## config.mk

```make
export PLATFORM = sky130hd
export DESIGN_NAME = armCtl
export DESIGN_NICKNAME = d
export VERILOG_FILES = /design/src/armCtl_pkg.sv /design/src/armCtl.sv /design/src/opExecutor.sv /design/src/dpAlu.sv /design/src/opQueue.sv /design/src/instrDecoder.sv
export VERILOG_INCLUDE_DIRS = /design/src
export SDC_FILE = /design/constraint.sdc
export NUM_CORES = 2
export LEC_CHECK = 0
export ABC_AREA = 1
export BUFFER_PORTS_ARGS = -buffer_cell sky130_fd_sc_hd__buf_2
export CORE_MARGIN = 1
export CORE_UTILIZATION = 45
export CTS_CLUSTER_SIZE = 28
export DETAILED_ROUTE_END_ITERATION = 16
export GPL_TIMING_DRIVEN = 1
export SLEW_MARGIN = 10
export SYNTH_ARGS = -nofsm -noshare
export SYNTH_HDL_FRONTEND = slang
export SYNTH_SLANG_ARGS = --single-unit
```

## constraint.sdc

```tcl
create_clock -name clk -period 9.3 [get_ports clk]
set_clock_uncertainty 0.15 [all_clocks]
set_input_delay 0.465 -clock clk [delete_from_list [all_inputs] [get_ports clk]]
set_output_delay 0.465 -clock clk [all_outputs]
set_load 0.01 [all_outputs]
```

## src/armCtl_consts.svh

```systemverilog
/*
	Widths and sizes shared by the execute-control core.
	Include this file in any module that sizes its ports from it.
	Flag bit positions follow the NZCV order of the flags output.
*/
`ifndef ARMCTL_CONSTS_SVH
`define ARMCTL_CONSTS_SVH

`define DATA_WIDTH      32 // register and datapath width
`define REG_ADDR_WIDTH  4
`define REG_COUNT       16
`define LINK_REG        14 // BL return address goes here
`define QUEUE_DEPTH     4  // decoded ops waiting for the executor

// NZCV packing, N in the top bit
`define FLAG_WIDTH      4
`define FLAG_N          3
`define FLAG_Z          2
`define FLAG_C          1
`define FLAG_V          0

`endif
```

## src/armCtl_pkg.sv

```systemverilog
/*
	Enum types shared by the decoder, operation queue, executor and ALU.
	Import with a wildcard in the module header.
*/
package armCtl_pkg;

	// data-processing opcodes, ARM bits [24:21]
	typedef enum logic [3:0] {
		ALU_AND, ALU_EOR, ALU_SUB, ALU_RSB,
		ALU_ADD, ALU_ADC, ALU_SBC, ALU_RSC,
		ALU_TST, ALU_TEQ, ALU_CMP, ALU_CMN,
		ALU_ORR, ALU_MOV, ALU_BIC, ALU_MVN
	} aluOp_e;

	// condition field, ARM bits [31:28]
	typedef enum logic [3:0] {
		COND_EQ = 4'b0000, COND_NE = 4'b0001,
		COND_CS = 4'b0010, COND_CC = 4'b0011,
		COND_MI = 4'b0100, COND_PL = 4'b0101,
		COND_VS = 4'b0110, COND_VC = 4'b0111,
		COND_HI = 4'b1000, COND_LS = 4'b1001,
		COND_GE = 4'b1010, COND_LT = 4'b1011,
		COND_GT = 4'b1100, COND_LE = 4'b1101,
		COND_AL = 4'b1110,
		COND_NV = 4'b1111 // executed as always
	} cond_e;

	typedef enum logic [1:0] {
		DATA_PROC,
		BRANCH,
		NOP // load/store and unsupported classes
	} opKind_e;

endpackage

```

## src/armCtl.sv

```systemverilog
/*
	Top level of the execute-control core.
	Instruction words enter over a four-phase req/ack handshake, pass
	through the decoder and the operation queue, and retire in the
	executor, which reports register writes, taken branches and flags.
*/
`include "armCtl_consts.svh"
`timescale 1ns/1ns

module armCtl import armCtl_pkg::*; (
	input  logic                       clk,
	input  logic                       reset,
	input  logic                       instrReq,
	input  logic [`DATA_WIDTH-1:0]     instr,
	input  logic [`DATA_WIDTH-1:0]     instrPc,
	output logic                       instrAck,
	output logic                       retire,
	output logic                       regWrite,
	output logic [`REG_ADDR_WIDTH-1:0] regWriteAddr,
	output logic [`DATA_WIDTH-1:0]     regWriteData,
	output logic                       branchTaken,
	output logic [`DATA_WIDTH-1:0]     branchTarget,
	output logic [`FLAG_WIDTH-1:0]     flags
);

	// decoder to queue, and queue head to executor
	logic push, full, pop, empty;
	opKind_e opKind, opKindHead;
	cond_e opCond, opCondHead;
	aluOp_e opAlu, opAluHead;
	logic opSetFlags, opSetFlagsHead;
	logic [`REG_ADDR_WIDTH-1:0] opRd, opRdHead;
	logic [`REG_ADDR_WIDTH-1:0] opRn, opRnHead;
	logic [`REG_ADDR_WIDTH-1:0] opRm, opRmHead;
	logic opImmValid, opImmValidHead;
	logic [`DATA_WIDTH-1:0] opImm, opImmHead;
	logic opLink, opLinkHead;
	logic [`DATA_WIDTH-1:0] opTarget, opTargetHead;
	logic [`DATA_WIDTH-1:0] opPc, opPcHead;

	instrDecoder u_decoder (.*);

	opQueue u_queue (.*);

	opExecutor u_executor (.*);

endmodule

```

## src/opExecutor.sv

```systemverilog
/*
	Executor with register file and NZCV flags.
	Pops one operation in the fetch state, checks its condition and runs
	it through the ALU in the same cycle, and presents the retire pulse
	with its register write, branch report and updated flags one cycle
	after the pop. A failed condition retires with nothing written.
*/
`include "armCtl_consts.svh"
`timescale 1ns/1ns

module opExecutor import armCtl_pkg::*; (
	input  logic                       clk,
	input  logic                       reset,
	input  logic                       empty,
	output logic                       pop,
	input  opKind_e                    opKindHead,
	input  cond_e                      opCondHead,
	input  aluOp_e                     opAluHead,
	input  logic                       opSetFlagsHead,
	input  logic [`REG_ADDR_WIDTH-1:0] opRdHead,
	input  logic [`REG_ADDR_WIDTH-1:0] opRnHead,
	input  logic [`REG_ADDR_WIDTH-1:0] opRmHead,
	input  logic                       opImmValidHead,
	input  logic [`DATA_WIDTH-1:0]     opImmHead,
	input  logic                       opLinkHead,
	input  logic [`DATA_WIDTH-1:0]     opTargetHead,
	input  logic [`DATA_WIDTH-1:0]     opPcHead,
	output logic                       retire,
	output logic                       regWrite,
	output logic [`REG_ADDR_WIDTH-1:0] regWriteAddr,
	output logic [`DATA_WIDTH-1:0]     regWriteData,
	output logic                       branchTaken,
	output logic [`DATA_WIDTH-1:0]     branchTarget,
	output logic [`FLAG_WIDTH-1:0]     flags
);

	typedef enum logic {
		EX_FETCH,
		EX_EXEC
	} exState_e;

	exState_e state;
	logic [`DATA_WIDTH-1:0] regFile [`REG_COUNT];
	logic [`FLAG_WIDTH-1:0] flagsReg, aluFlags;
	logic [`DATA_WIDTH-1:0] opA, opB, aluResult;
	logic aluWrites, condPass, flagsUpdate;
	logic wrEn, brTaken;
	logic [`REG_ADDR_WIDTH-1:0] wrAddr;
	logic [`DATA_WIDTH-1:0] wrData;

	function automatic logic checkCond(input cond_e cond, input logic [`FLAG_WIDTH-1:0] f);
		logic n, z, c, v;
		n = f[`FLAG_N];
		z = f[`FLAG_Z];
		c = f[`FLAG_C];
		v = f[`FLAG_V];
		case (cond)
			COND_EQ: checkCond = z;
			COND_NE: checkCond = !z;
			COND_CS: checkCond = c;
			COND_CC: checkCond = !c;
			COND_MI: checkCond = n;
			COND_PL: checkCond = !n;
			COND_VS: checkCond = v;
			COND_VC: checkCond = !v;
			COND_HI: checkCond = c && !z;
			COND_LS: checkCond = !c || z;
			COND_GE: checkCond = (n == v);
			COND_LT: checkCond = (n != v);
			COND_GT: checkCond = !z && (n == v);
			COND_LE: checkCond = z || (n != v);
			default: checkCond = 1'b1; // AL, and NV taken as always
		endcase
	endfunction

	assign pop = (state == EX_FETCH) && !empty; // at most one pop every two cycles
	assign opA = regFile[opRnHead];
	assign opB = opImmValidHead ? opImmHead : regFile[opRmHead];
	assign condPass = checkCond(opCondHead, flagsReg);
	assign flags = flagsReg;

	dpAlu u_alu (
		.aluOp        (opAluHead),
		.a            (opA),
		.b            (opB),
		.flagsIn      (flagsReg),
		.result       (aluResult),
		.flagsOut     (aluFlags),
		.writesResult (aluWrites)
	);

	always_comb begin
		wrEn = 1'b0;
		wrAddr = opRdHead;
		wrData = aluResult;
		brTaken = 1'b0;
		flagsUpdate = 1'b0;
		if (condPass) begin
			case (opKindHead)
				DATA_PROC: begin
					wrEn = aluWrites;
					// compares set flags whatever the S bit says
					flagsUpdate = opSetFlagsHead || (opAluHead inside {ALU_TST, ALU_TEQ, ALU_CMP});
				end
				BRANCH: begin
					brTaken = 1'b1;
					wrEn = opLinkHead; // BL only
					wrAddr = `REG_ADDR_WIDTH'(`LINK_REG);
					wrData = opPcHead + `DATA_WIDTH'(4);
				end
				default: ; // NOP retires silently
			endcase
		end
	end

	always_ff @(posedge clk) begin
		if (reset) begin
			state <= EX_FETCH;
			retire <= 1'b0;
			regWrite <= 1'b0;
			branchTaken <= 1'b0;
			flagsReg <= '0;
			for (int i = 0; i < `REG_COUNT; i++)
				regFile[i] <= '0;
		end else begin
			state <= pop ? EX_EXEC : EX_FETCH;
			retire <= pop;
			regWrite <= pop && wrEn;
			branchTaken <= pop && brTaken;
			if (pop && wrEn)
				regFile[wrAddr] <= wrData;
			if (pop && flagsUpdate)
				flagsReg <= aluFlags; // visible on flags during the retire cycle
		end
	end

	// retire payload, qualified by regWrite and branchTaken
	always_ff @(posedge clk) begin
		if (pop) begin
			regWriteAddr <= wrAddr;
			regWriteData <= wrData;
			branchTarget <= opTargetHead;
		end
	end

endmodule

```

## src/dpAlu.sv

```systemverilog
/*
	Data-processing ALU, purely combinational.
	One shared adder serves ADD, SUB, RSB and CMP. Logic ops and moves
	update only N and Z; arithmetic updates all of NZCV, with C meaning
	no borrow on subtraction. ADC, SBC, RSC and CMN write nothing and
	pass the flags through.
*/
`include "armCtl_consts.svh"
`timescale 1ns/1ns

module dpAlu import armCtl_pkg::*; (
	input  aluOp_e                 aluOp,
	input  logic [`DATA_WIDTH-1:0] a,
	input  logic [`DATA_WIDTH-1:0] b,
	input  logic [`FLAG_WIDTH-1:0] flagsIn,
	output logic [`DATA_WIDTH-1:0] result,
	output logic [`FLAG_WIDTH-1:0] flagsOut,
	output logic                   writesResult
);

	localparam int MSB = `DATA_WIDTH - 1;

	logic [`DATA_WIDTH-1:0] addX, addY;
	logic addCin;
	logic [`DATA_WIDTH:0] addSum;
	logic carry, overflow;
	logic isArith, isLogic;

	// subtract is the default setup, x + ~y + 1
	always_comb begin
		addX = a;
		addY = ~b;
		addCin = 1'b1;
		if (aluOp == ALU_ADD) begin
			addY = b;
			addCin = 1'b0;
		end else if (aluOp == ALU_RSB) begin
			addX = b;
			addY = ~a;
		end
	end

	assign addSum = {1'b0, addX} + {1'b0, addY} + {{`DATA_WIDTH{1'b0}}, addCin};
	assign carry = addSum[`DATA_WIDTH];
	assign overflow = (addX[MSB] == addY[MSB]) && (addSum[MSB] != addX[MSB]);

	always_comb begin
		result = '0;
		isArith = 1'b0;
		isLogic = 1'b1;
		writesResult = 1'b1;
		case (aluOp)
			ALU_AND: result = a & b;
			ALU_EOR: result = a ^ b;
			ALU_ORR: result = a | b;
			ALU_BIC: result = a & ~b;
			ALU_MOV: result = b;
			ALU_MVN: result = ~b;
			ALU_TST: begin
				result = a & b;
				writesResult = 1'b0;
			end
			ALU_TEQ: begin
				result = a ^ b;
				writesResult = 1'b0;
			end
			ALU_ADD, ALU_SUB, ALU_RSB, ALU_CMP: begin
				result = addSum[MSB:0];
				isArith = 1'b1;
				isLogic = 1'b0;
				writesResult = (aluOp != ALU_CMP);
			end
			default: begin // ADC, SBC, RSC, CMN retire with no effect
				isLogic = 1'b0;
				writesResult = 1'b0;
			end
		endcase
	end

	always_comb begin
		flagsOut = flagsIn;
		if (isArith || isLogic)
			flagsOut[`FLAG_N -: 2] = {result[MSB], result == '0};
		if (isArith) begin
			flagsOut[`FLAG_C] = carry;
			flagsOut[`FLAG_V] = overflow;
		end
	end

endmodule

```

## src/opQueue.sv

```systemverilog
/*
	Operation queue between decoder and executor.
	Circular buffer of QUEUE_DEPTH decoded operations. push is taken only
	when full is low and pop only when empty is low; both may happen in
	the same cycle. Head fields are valid whenever empty is low.
*/
`include "armCtl_consts.svh"
`timescale 1ns/1ns

module opQueue import armCtl_pkg::*; (
	input  logic                       clk,
	input  logic                       reset,
	input  logic                       push,
	input  opKind_e                    opKind,
	input  cond_e                      opCond,
	input  aluOp_e                     opAlu,
	input  logic                       opSetFlags,
	input  logic [`REG_ADDR_WIDTH-1:0] opRd,
	input  logic [`REG_ADDR_WIDTH-1:0] opRn,
	input  logic [`REG_ADDR_WIDTH-1:0] opRm,
	input  logic                       opImmValid,
	input  logic [`DATA_WIDTH-1:0]     opImm,
	input  logic                       opLink,
	input  logic [`DATA_WIDTH-1:0]     opTarget,
	input  logic [`DATA_WIDTH-1:0]     opPc,
	output logic                       full,
	input  logic                       pop,
	output logic                       empty,
	output opKind_e                    opKindHead,
	output cond_e                      opCondHead,
	output aluOp_e                     opAluHead,
	output logic                       opSetFlagsHead,
	output logic [`REG_ADDR_WIDTH-1:0] opRdHead,
	output logic [`REG_ADDR_WIDTH-1:0] opRnHead,
	output logic [`REG_ADDR_WIDTH-1:0] opRmHead,
	output logic                       opImmValidHead,
	output logic [`DATA_WIDTH-1:0]     opImmHead,
	output logic                       opLinkHead,
	output logic [`DATA_WIDTH-1:0]     opTargetHead,
	output logic [`DATA_WIDTH-1:0]     opPcHead
);

	localparam int PTR_W = $clog2(`QUEUE_DEPTH);
	localparam logic [PTR_W-1:0] LAST_PTR = PTR_W'(`QUEUE_DEPTH - 1);

	typedef struct packed {
		opKind_e kind;
		cond_e cond;
		aluOp_e alu;
		logic setFlags;
		logic [`REG_ADDR_WIDTH-1:0] rd, rn, rm;
		logic immValid;
		logic [`DATA_WIDTH-1:0] imm;
		logic link;
		logic [`DATA_WIDTH-1:0] target, pc;
	} queueEntry_t;

	queueEntry_t entries [`QUEUE_DEPTH];
	queueEntry_t head;
	logic [PTR_W-1:0] wrPtr, rdPtr;
	logic [PTR_W:0] count;
	logic doPush, doPop;

	assign full = (count == (PTR_W + 1)'(`QUEUE_DEPTH));
	assign empty = (count == '0);
	assign doPush = push && !full;
	assign doPop = pop && !empty;

	assign head = entries[rdPtr];
	assign opKindHead = head.kind;
	assign opCondHead = head.cond;
	assign opAluHead = head.alu;
	assign opSetFlagsHead = head.setFlags;
	assign opRdHead = head.rd;
	assign opRnHead = head.rn;
	assign opRmHead = head.rm;
	assign opImmValidHead = head.immValid;
	assign opImmHead = head.imm;
	assign opLinkHead = head.link;
	assign opTargetHead = head.target;
	assign opPcHead = head.pc;

	always_ff @(posedge clk) begin
		if (doPush)
			entries[wrPtr] <= '{opKind, opCond, opAlu, opSetFlags, opRd, opRn, opRm,
				opImmValid, opImm, opLink, opTarget, opPc};
	end

	always_ff @(posedge clk) begin
		if (reset) begin
			wrPtr <= '0;
			rdPtr <= '0;
			count <= '0;
		end else begin
			if (doPush)
				wrPtr <= (wrPtr == LAST_PTR) ? '0 : wrPtr + 1'b1;
			if (doPop)
				rdPtr <= (rdPtr == LAST_PTR) ? '0 : rdPtr + 1'b1;
			case ({doPush, doPop})
				2'b10:   count <= count + 1'b1;
				2'b01:   count <= count - 1'b1;
				default: count <= count; // none, or push and pop together
			endcase
		end
	end

endmodule

```

## src/instrDecoder.sv

```systemverilog
/*
	Instruction receiver and decoder.
	Takes one ARM word per four-phase req/ack transfer, splits its fields,
	expands the rotated immediate and the branch target, and pushes the
	result into the operation queue. The ack is withheld while the queue
	is full, which stalls the sender.
*/
`include "armCtl_consts.svh"
`timescale 1ns/1ns

module instrDecoder import armCtl_pkg::*; (
	input  logic                       clk,
	input  logic                       reset,
	input  logic                       instrReq,
	input  logic [`DATA_WIDTH-1:0]     instr,
	input  logic [`DATA_WIDTH-1:0]     instrPc,
	output logic                       instrAck,
	input  logic                       full,
	output logic                       push,
	output opKind_e                    opKind,
	output cond_e                      opCond,
	output aluOp_e                     opAlu,
	output logic                       opSetFlags,
	output logic [`REG_ADDR_WIDTH-1:0] opRd,
	output logic [`REG_ADDR_WIDTH-1:0] opRn,
	output logic [`REG_ADDR_WIDTH-1:0] opRm,
	output logic                       opImmValid,
	output logic [`DATA_WIDTH-1:0]     opImm,
	output logic                       opLink,
	output logic [`DATA_WIDTH-1:0]     opTarget,
	output logic [`DATA_WIDTH-1:0]     opPc
);

	typedef enum logic [1:0] {
		DEC_IDLE,
		DEC_PUSH,
		DEC_ACK,
		DEC_RELEASE
	} decState_e;

	decState_e state, stateNext;
	logic [4:0] immRot;
	logic [2*`DATA_WIDTH-1:0] immPair;
	logic [`DATA_WIDTH-1:0] branchOffset;

	assign push = (state == DEC_PUSH) && !full;
	assign instrAck = (state == DEC_ACK);

	always_comb begin
		stateNext = state;
		case (state)
			DEC_IDLE:    if (instrReq) stateNext = DEC_PUSH;
			DEC_PUSH:    if (!full) stateNext = DEC_ACK; // hold here on back-pressure
			DEC_ACK:     if (!instrReq) stateNext = DEC_RELEASE;
			DEC_RELEASE: stateNext = DEC_IDLE; // ack is low, sender may raise req again
			default:     stateNext = DEC_IDLE;
		endcase
	end

	always_ff @(posedge clk) begin
		if (reset)
			state <= DEC_IDLE;
		else
			state <= stateNext;
	end

	// sender holds instr and instrPc stable while req is high
	always_comb begin
		opCond = cond_e'(instr[31:28]);
		opAlu = aluOp_e'(instr[24:21]);
		opSetFlags = instr[20];
		opRn = instr[19:16];
		opRd = instr[15:12];
		opRm = instr[3:0];
		opImmValid = instr[25];

		// imm8 rotated right by twice the 4-bit rotate field
		immRot = {instr[11:8], 1'b0};
		immPair = {2{{24'b0, instr[7:0]}}} >> immRot;
		opImm = immPair[`DATA_WIDTH-1:0];

		opLink = instr[24];
		branchOffset = {{6{instr[23]}}, instr[23:0], 2'b00};
		opTarget = instrPc + `DATA_WIDTH'(8) + branchOffset; // pipeline pc is two words ahead
		opPc = instrPc;

		// register-shifted operands share encodings with multiply, so both drop to NOP
		if (instr[27:26] == 2'b00 && !(!instr[25] && instr[4]))
			opKind = DATA_PROC;
		else if (instr[27:25] == 3'b101)
			opKind = BRANCH;
		else
			opKind = NOP;
	end

endmodule

```

==> results.md <==
* Depth of the worst hold-timing path at 3
* Number of slew-limit violations in the final report at 0
* Sequential share of the synthesized area at 0.550
* Data arrival time of the worst path at around 8.1 ns
* Most used cells in the layout excluding fill and tap cells: 1,538 x nand2_1, 1,150 x nand3_1, 1,052 x edfxtp_1
* Setup crit end: u_executor.regFile[8][24]
* Stage delay of the slowest cell on the critical path at 0.68 ns
* Mapped Cells at 6,498
* Most common library cell in the layout ignoring fill and taps: nand2_1
* CTS Sinks at 1,070
* Top-level I/O count at 143
* Slew margin rel. at 0.153
* Largest fanout on the critical path at around 110
* Full die area at between 0.1 and 0.15 mm2
* Row count at ~130
* DR iter-0 viols at 7,025
* Max-cap violations at 0
* DR pass1 iterations at 9
* Area growth from synthesis to layout at 10.2%
* Number of flops mapped to enable cells by yosys at 1,052
* Final hold violations at 0
* Post-DR vias/cell at just over 6
* Yosys warnings at 0
* Slowest library cell on the worst path: o21ai_4
* Max clock buf depth at 3
* Critical Setup Path Class: reg -> reg
* Clock latency reported for the late side of the worst-skew pair at between 0.7 and 0.8 ns
* Count of nets left with antenna violations after detail routing at 0
* Netlist cell types at 64
* Worst hold path class: in -> reg
* Worst EP required at 9.64 ns
* Via count of the first global-routing pass at ~47,000
* Inserted Clock Buffers at between 100 and 150
* Total half-perimeter wirelength after legalization and detailed placement at 136 mm
* Type of destination of the critical path: register
* Final estimated routing congestion in global placement at just over 1
* Initial antenna violation count at 5
* Outcome: finished clean
* Unrepaired setup endpoints after global routing: false
* Count of final setup violators at 0
* Average cell area after synthesis at 8.94 um2
* Category of the worst setup path launch point: register
* Clock-pin slew of the registers on the worst-case setup and hold paths at 0.06 ns
* Fraction of final layout cells with drive strength greater than 1 at 0.0967
* Transition time at the pin with the least slew margin at around 1.3 ns
* Critical hold path startpoint: instr[27]
* First-pass GRT wire length at 316 mm
* Share of the synthesized area in the top cell type at 0.544
* Master cell of the clock root buffer: clkbuf_16
* Most common flop cell mapped by yosys: edfxtp_1
* Area of the core at 0.128 mm2
* Part of the cycle the worst path needs at 0.830
* Number of cells in the finished layout apart from fillers at 8,258
* Die Ht at 361 um
* FMAX at 130 MHz
* Period minus WS final at 7.72 ns
* Most used cell, CP: nand2_1
* Cell Area, Synth at 0.0581 mm2
* Final net count at 6,675
* Floorplan die width at between 300 and 400 um
* CTS HTree Levels at 3
* Total Wirelength at between 200 and 250 mm
* Post CTS Setup Buffer Count at 0
* FF-to-FF End: u_executor.regFile[8][24]
* Share of synthesized registers carrying an async set or reset at 0
* Flip-flop and latch count after synthesis at 1,070
* GRT Residual Overflow at 0
* Cells on worst reg2reg path at 33
* Total vias in the final route at 50,042
* Final total negative setup slack at 0 ns
* Reg-to-reg slack, setup at 1.58 ns
* Detailed-route DRC error count at 0
* TritonCTS clock tree: built
* Synth area leaders: edfxtp_1 54%, nand2_1 10%, nand3_1 9.9%, nor2_1 5.9%, o21ai_0 2.4%
* Count of buffers inserted at the top-level ports at between 100 and 150
* Maximum number of pins on one net before global-route repair at 179
* Cell type contributing the most total cell area after synthesis: edfxtp_1
* Synthesized netlist net count at 6,676
* Starting utilization of the core area at 0.454
* Overall track demand over capacity in global routing at 0.330
* Average wire length per cell after detail routing at ~27 um
* Placed cell count at 7,983
-- flip-flops by register name (all words and copies together), names as in the netlist, named ones only --
name and cells:
u_executor.regWriteData 32, u_executor.branchTaken 1, u_queue.rdPtr 2, u_executor.state 1, u_executor.regWrite 1, u_queue.count 3
u_executor.regFile 512, u_queue.wrPtr 2, u_decoder.state 2, u_queue.entries 472, u_executor.regWriteAddr 4, u_executor.flags 4
u_executor.branchTarget 32
-- critical path, delay by kind of cell, from the launching register on --
kind,cells,cell delay (ns)
DFF,1,0.37
and+or+nand+nor,24,3.71
AOI/OAI and AO/OA,3,0.99
adders and majority gates,2,0.68
buffers and inverters,4,1.15
-- area by class of cell --
class                   count  area [um2]
repair buffers            314        2270
well taps                1662        2080
clock inverters            69         642
inverters                 312        1190
flip-flops and latches   1070       32000
clock buffers             148        3050
diodes                      1        2.50
multi-input cells        4682       22800
fillers                 11794       63900
-- how the worst min path moves through the flow --
stage / endpoint / slack (ns)
2_1_floorplan: u_queue.count[0] / 0.31
5_1_grt: u_queue.entries[2][119] / 0.07
4_1_cts: u_queue.entries[3][119] / 0.04
3_5_place_dp: u_queue.count[0] / 0.37
6_report: u_queue.entries[2][119] / 0.09
3_3_place_gp: u_queue.count[0] / 0.34
-- cells by family (layout without fill, tap and decap cells) --
| group | count (synthesis) | after routing | share of synthesized area |
|---|---|---|---|
| compound gates | 741 | 741 | 0.0781 |
| simple gates | 3775 | 3775 | 0.278 |
| mux | 1 | 1 | 0.000172 |
| other cells | 0 | 1 | 0 |
| buf+inv | 746 | 843 | 0.0613 |
| fa+ha+maj | 111 | 111 | 0.0244 |
| xor+xnor | 54 | 54 | 0.00815 |
| flops | 1070 | 1070 | 0.550 |
-- timing repair --
action | CTS | global route
gates resized for setup | 0 | 0
hold endpoints to repair | 230 | 0
hold buffers | 57 | 0
-- synthesized netlist by cell type (4+ instances only) --
| library cell | instances |
|---|---|
| o221ai_1 | 9 |
| buf_6 | 27 |
| a31oi_1 | 8 |
| xor2_1 | 37 |
| a21oi_1 | 153 |
| nor2_4 | 13 |
| nand3b_1 | 5 |
| o21ai_2 | 12 |
| clkbuf_1 | 133 |
| buf_1 | 15 |
| dfxtp_1 | 18 |
| nand2_2 | 21 |
| or2_2 | 23 |
| nor2_1 | 913 |
| o21ai_1 | 21 |
| o21bai_1 | 8 |
| nand2_1 | 1568 |
| a21o_1 | 9 |
| buf_8 | 5 |
| o22ai_1 | 80 |
| nand4_1 | 21 |
| o21ai_4 | 10 |
| a32oi_1 | 13 |
| nor2_2 | 8 |
| inv_2 | 59 |
| a32o_1 | 4 |
| ha_1 | 107 |
| xnor2_1 | 17 |
| inv_1 | 248 |
| a32oi_2 | 5 |
| edfxtp_1 | 1052 |
| nand3_2 | 9 |
| a211oi_1 | 8 |
| nor3_2 | 5 |
| buf_2 | 190 |
| o21ai_0 | 277 |
| buf_4 | 63 |
| nand3_1 | 1150 |
| fa_1 | 4 |
| nor3_1 | 21 |
| o211ai_1 | 109 |
-- routing by layer --
layer  vias to the layer above  global-route usage  part of all wire
li1                      22409                   -                 -
met1                     23898               0.444              0.39
met2                      3103               0.513              0.45
met3                       628              0.0625              0.11
met4                         4               0.158             0.053
met5                         -                   0           0.00010
-- through the flow --
step	instance area [um2]	utilization	hold slack [ns]	setup WS [ns]
floorplan	58100	-	0.306	2.88
global placement	59700	0.467	0.343	1.92
detailed placement	59700	0.467	0.368	1.91
CTS	64000	0.500	0.0438	1.88
global route	64000	0.500	0.0658	1.25
finish	64000	0.500	0.0886	1.58
Power is left out: the tool's default activity adds up to more than one toggle a clock period on the data nets, which glitch-free logic cannot reach.
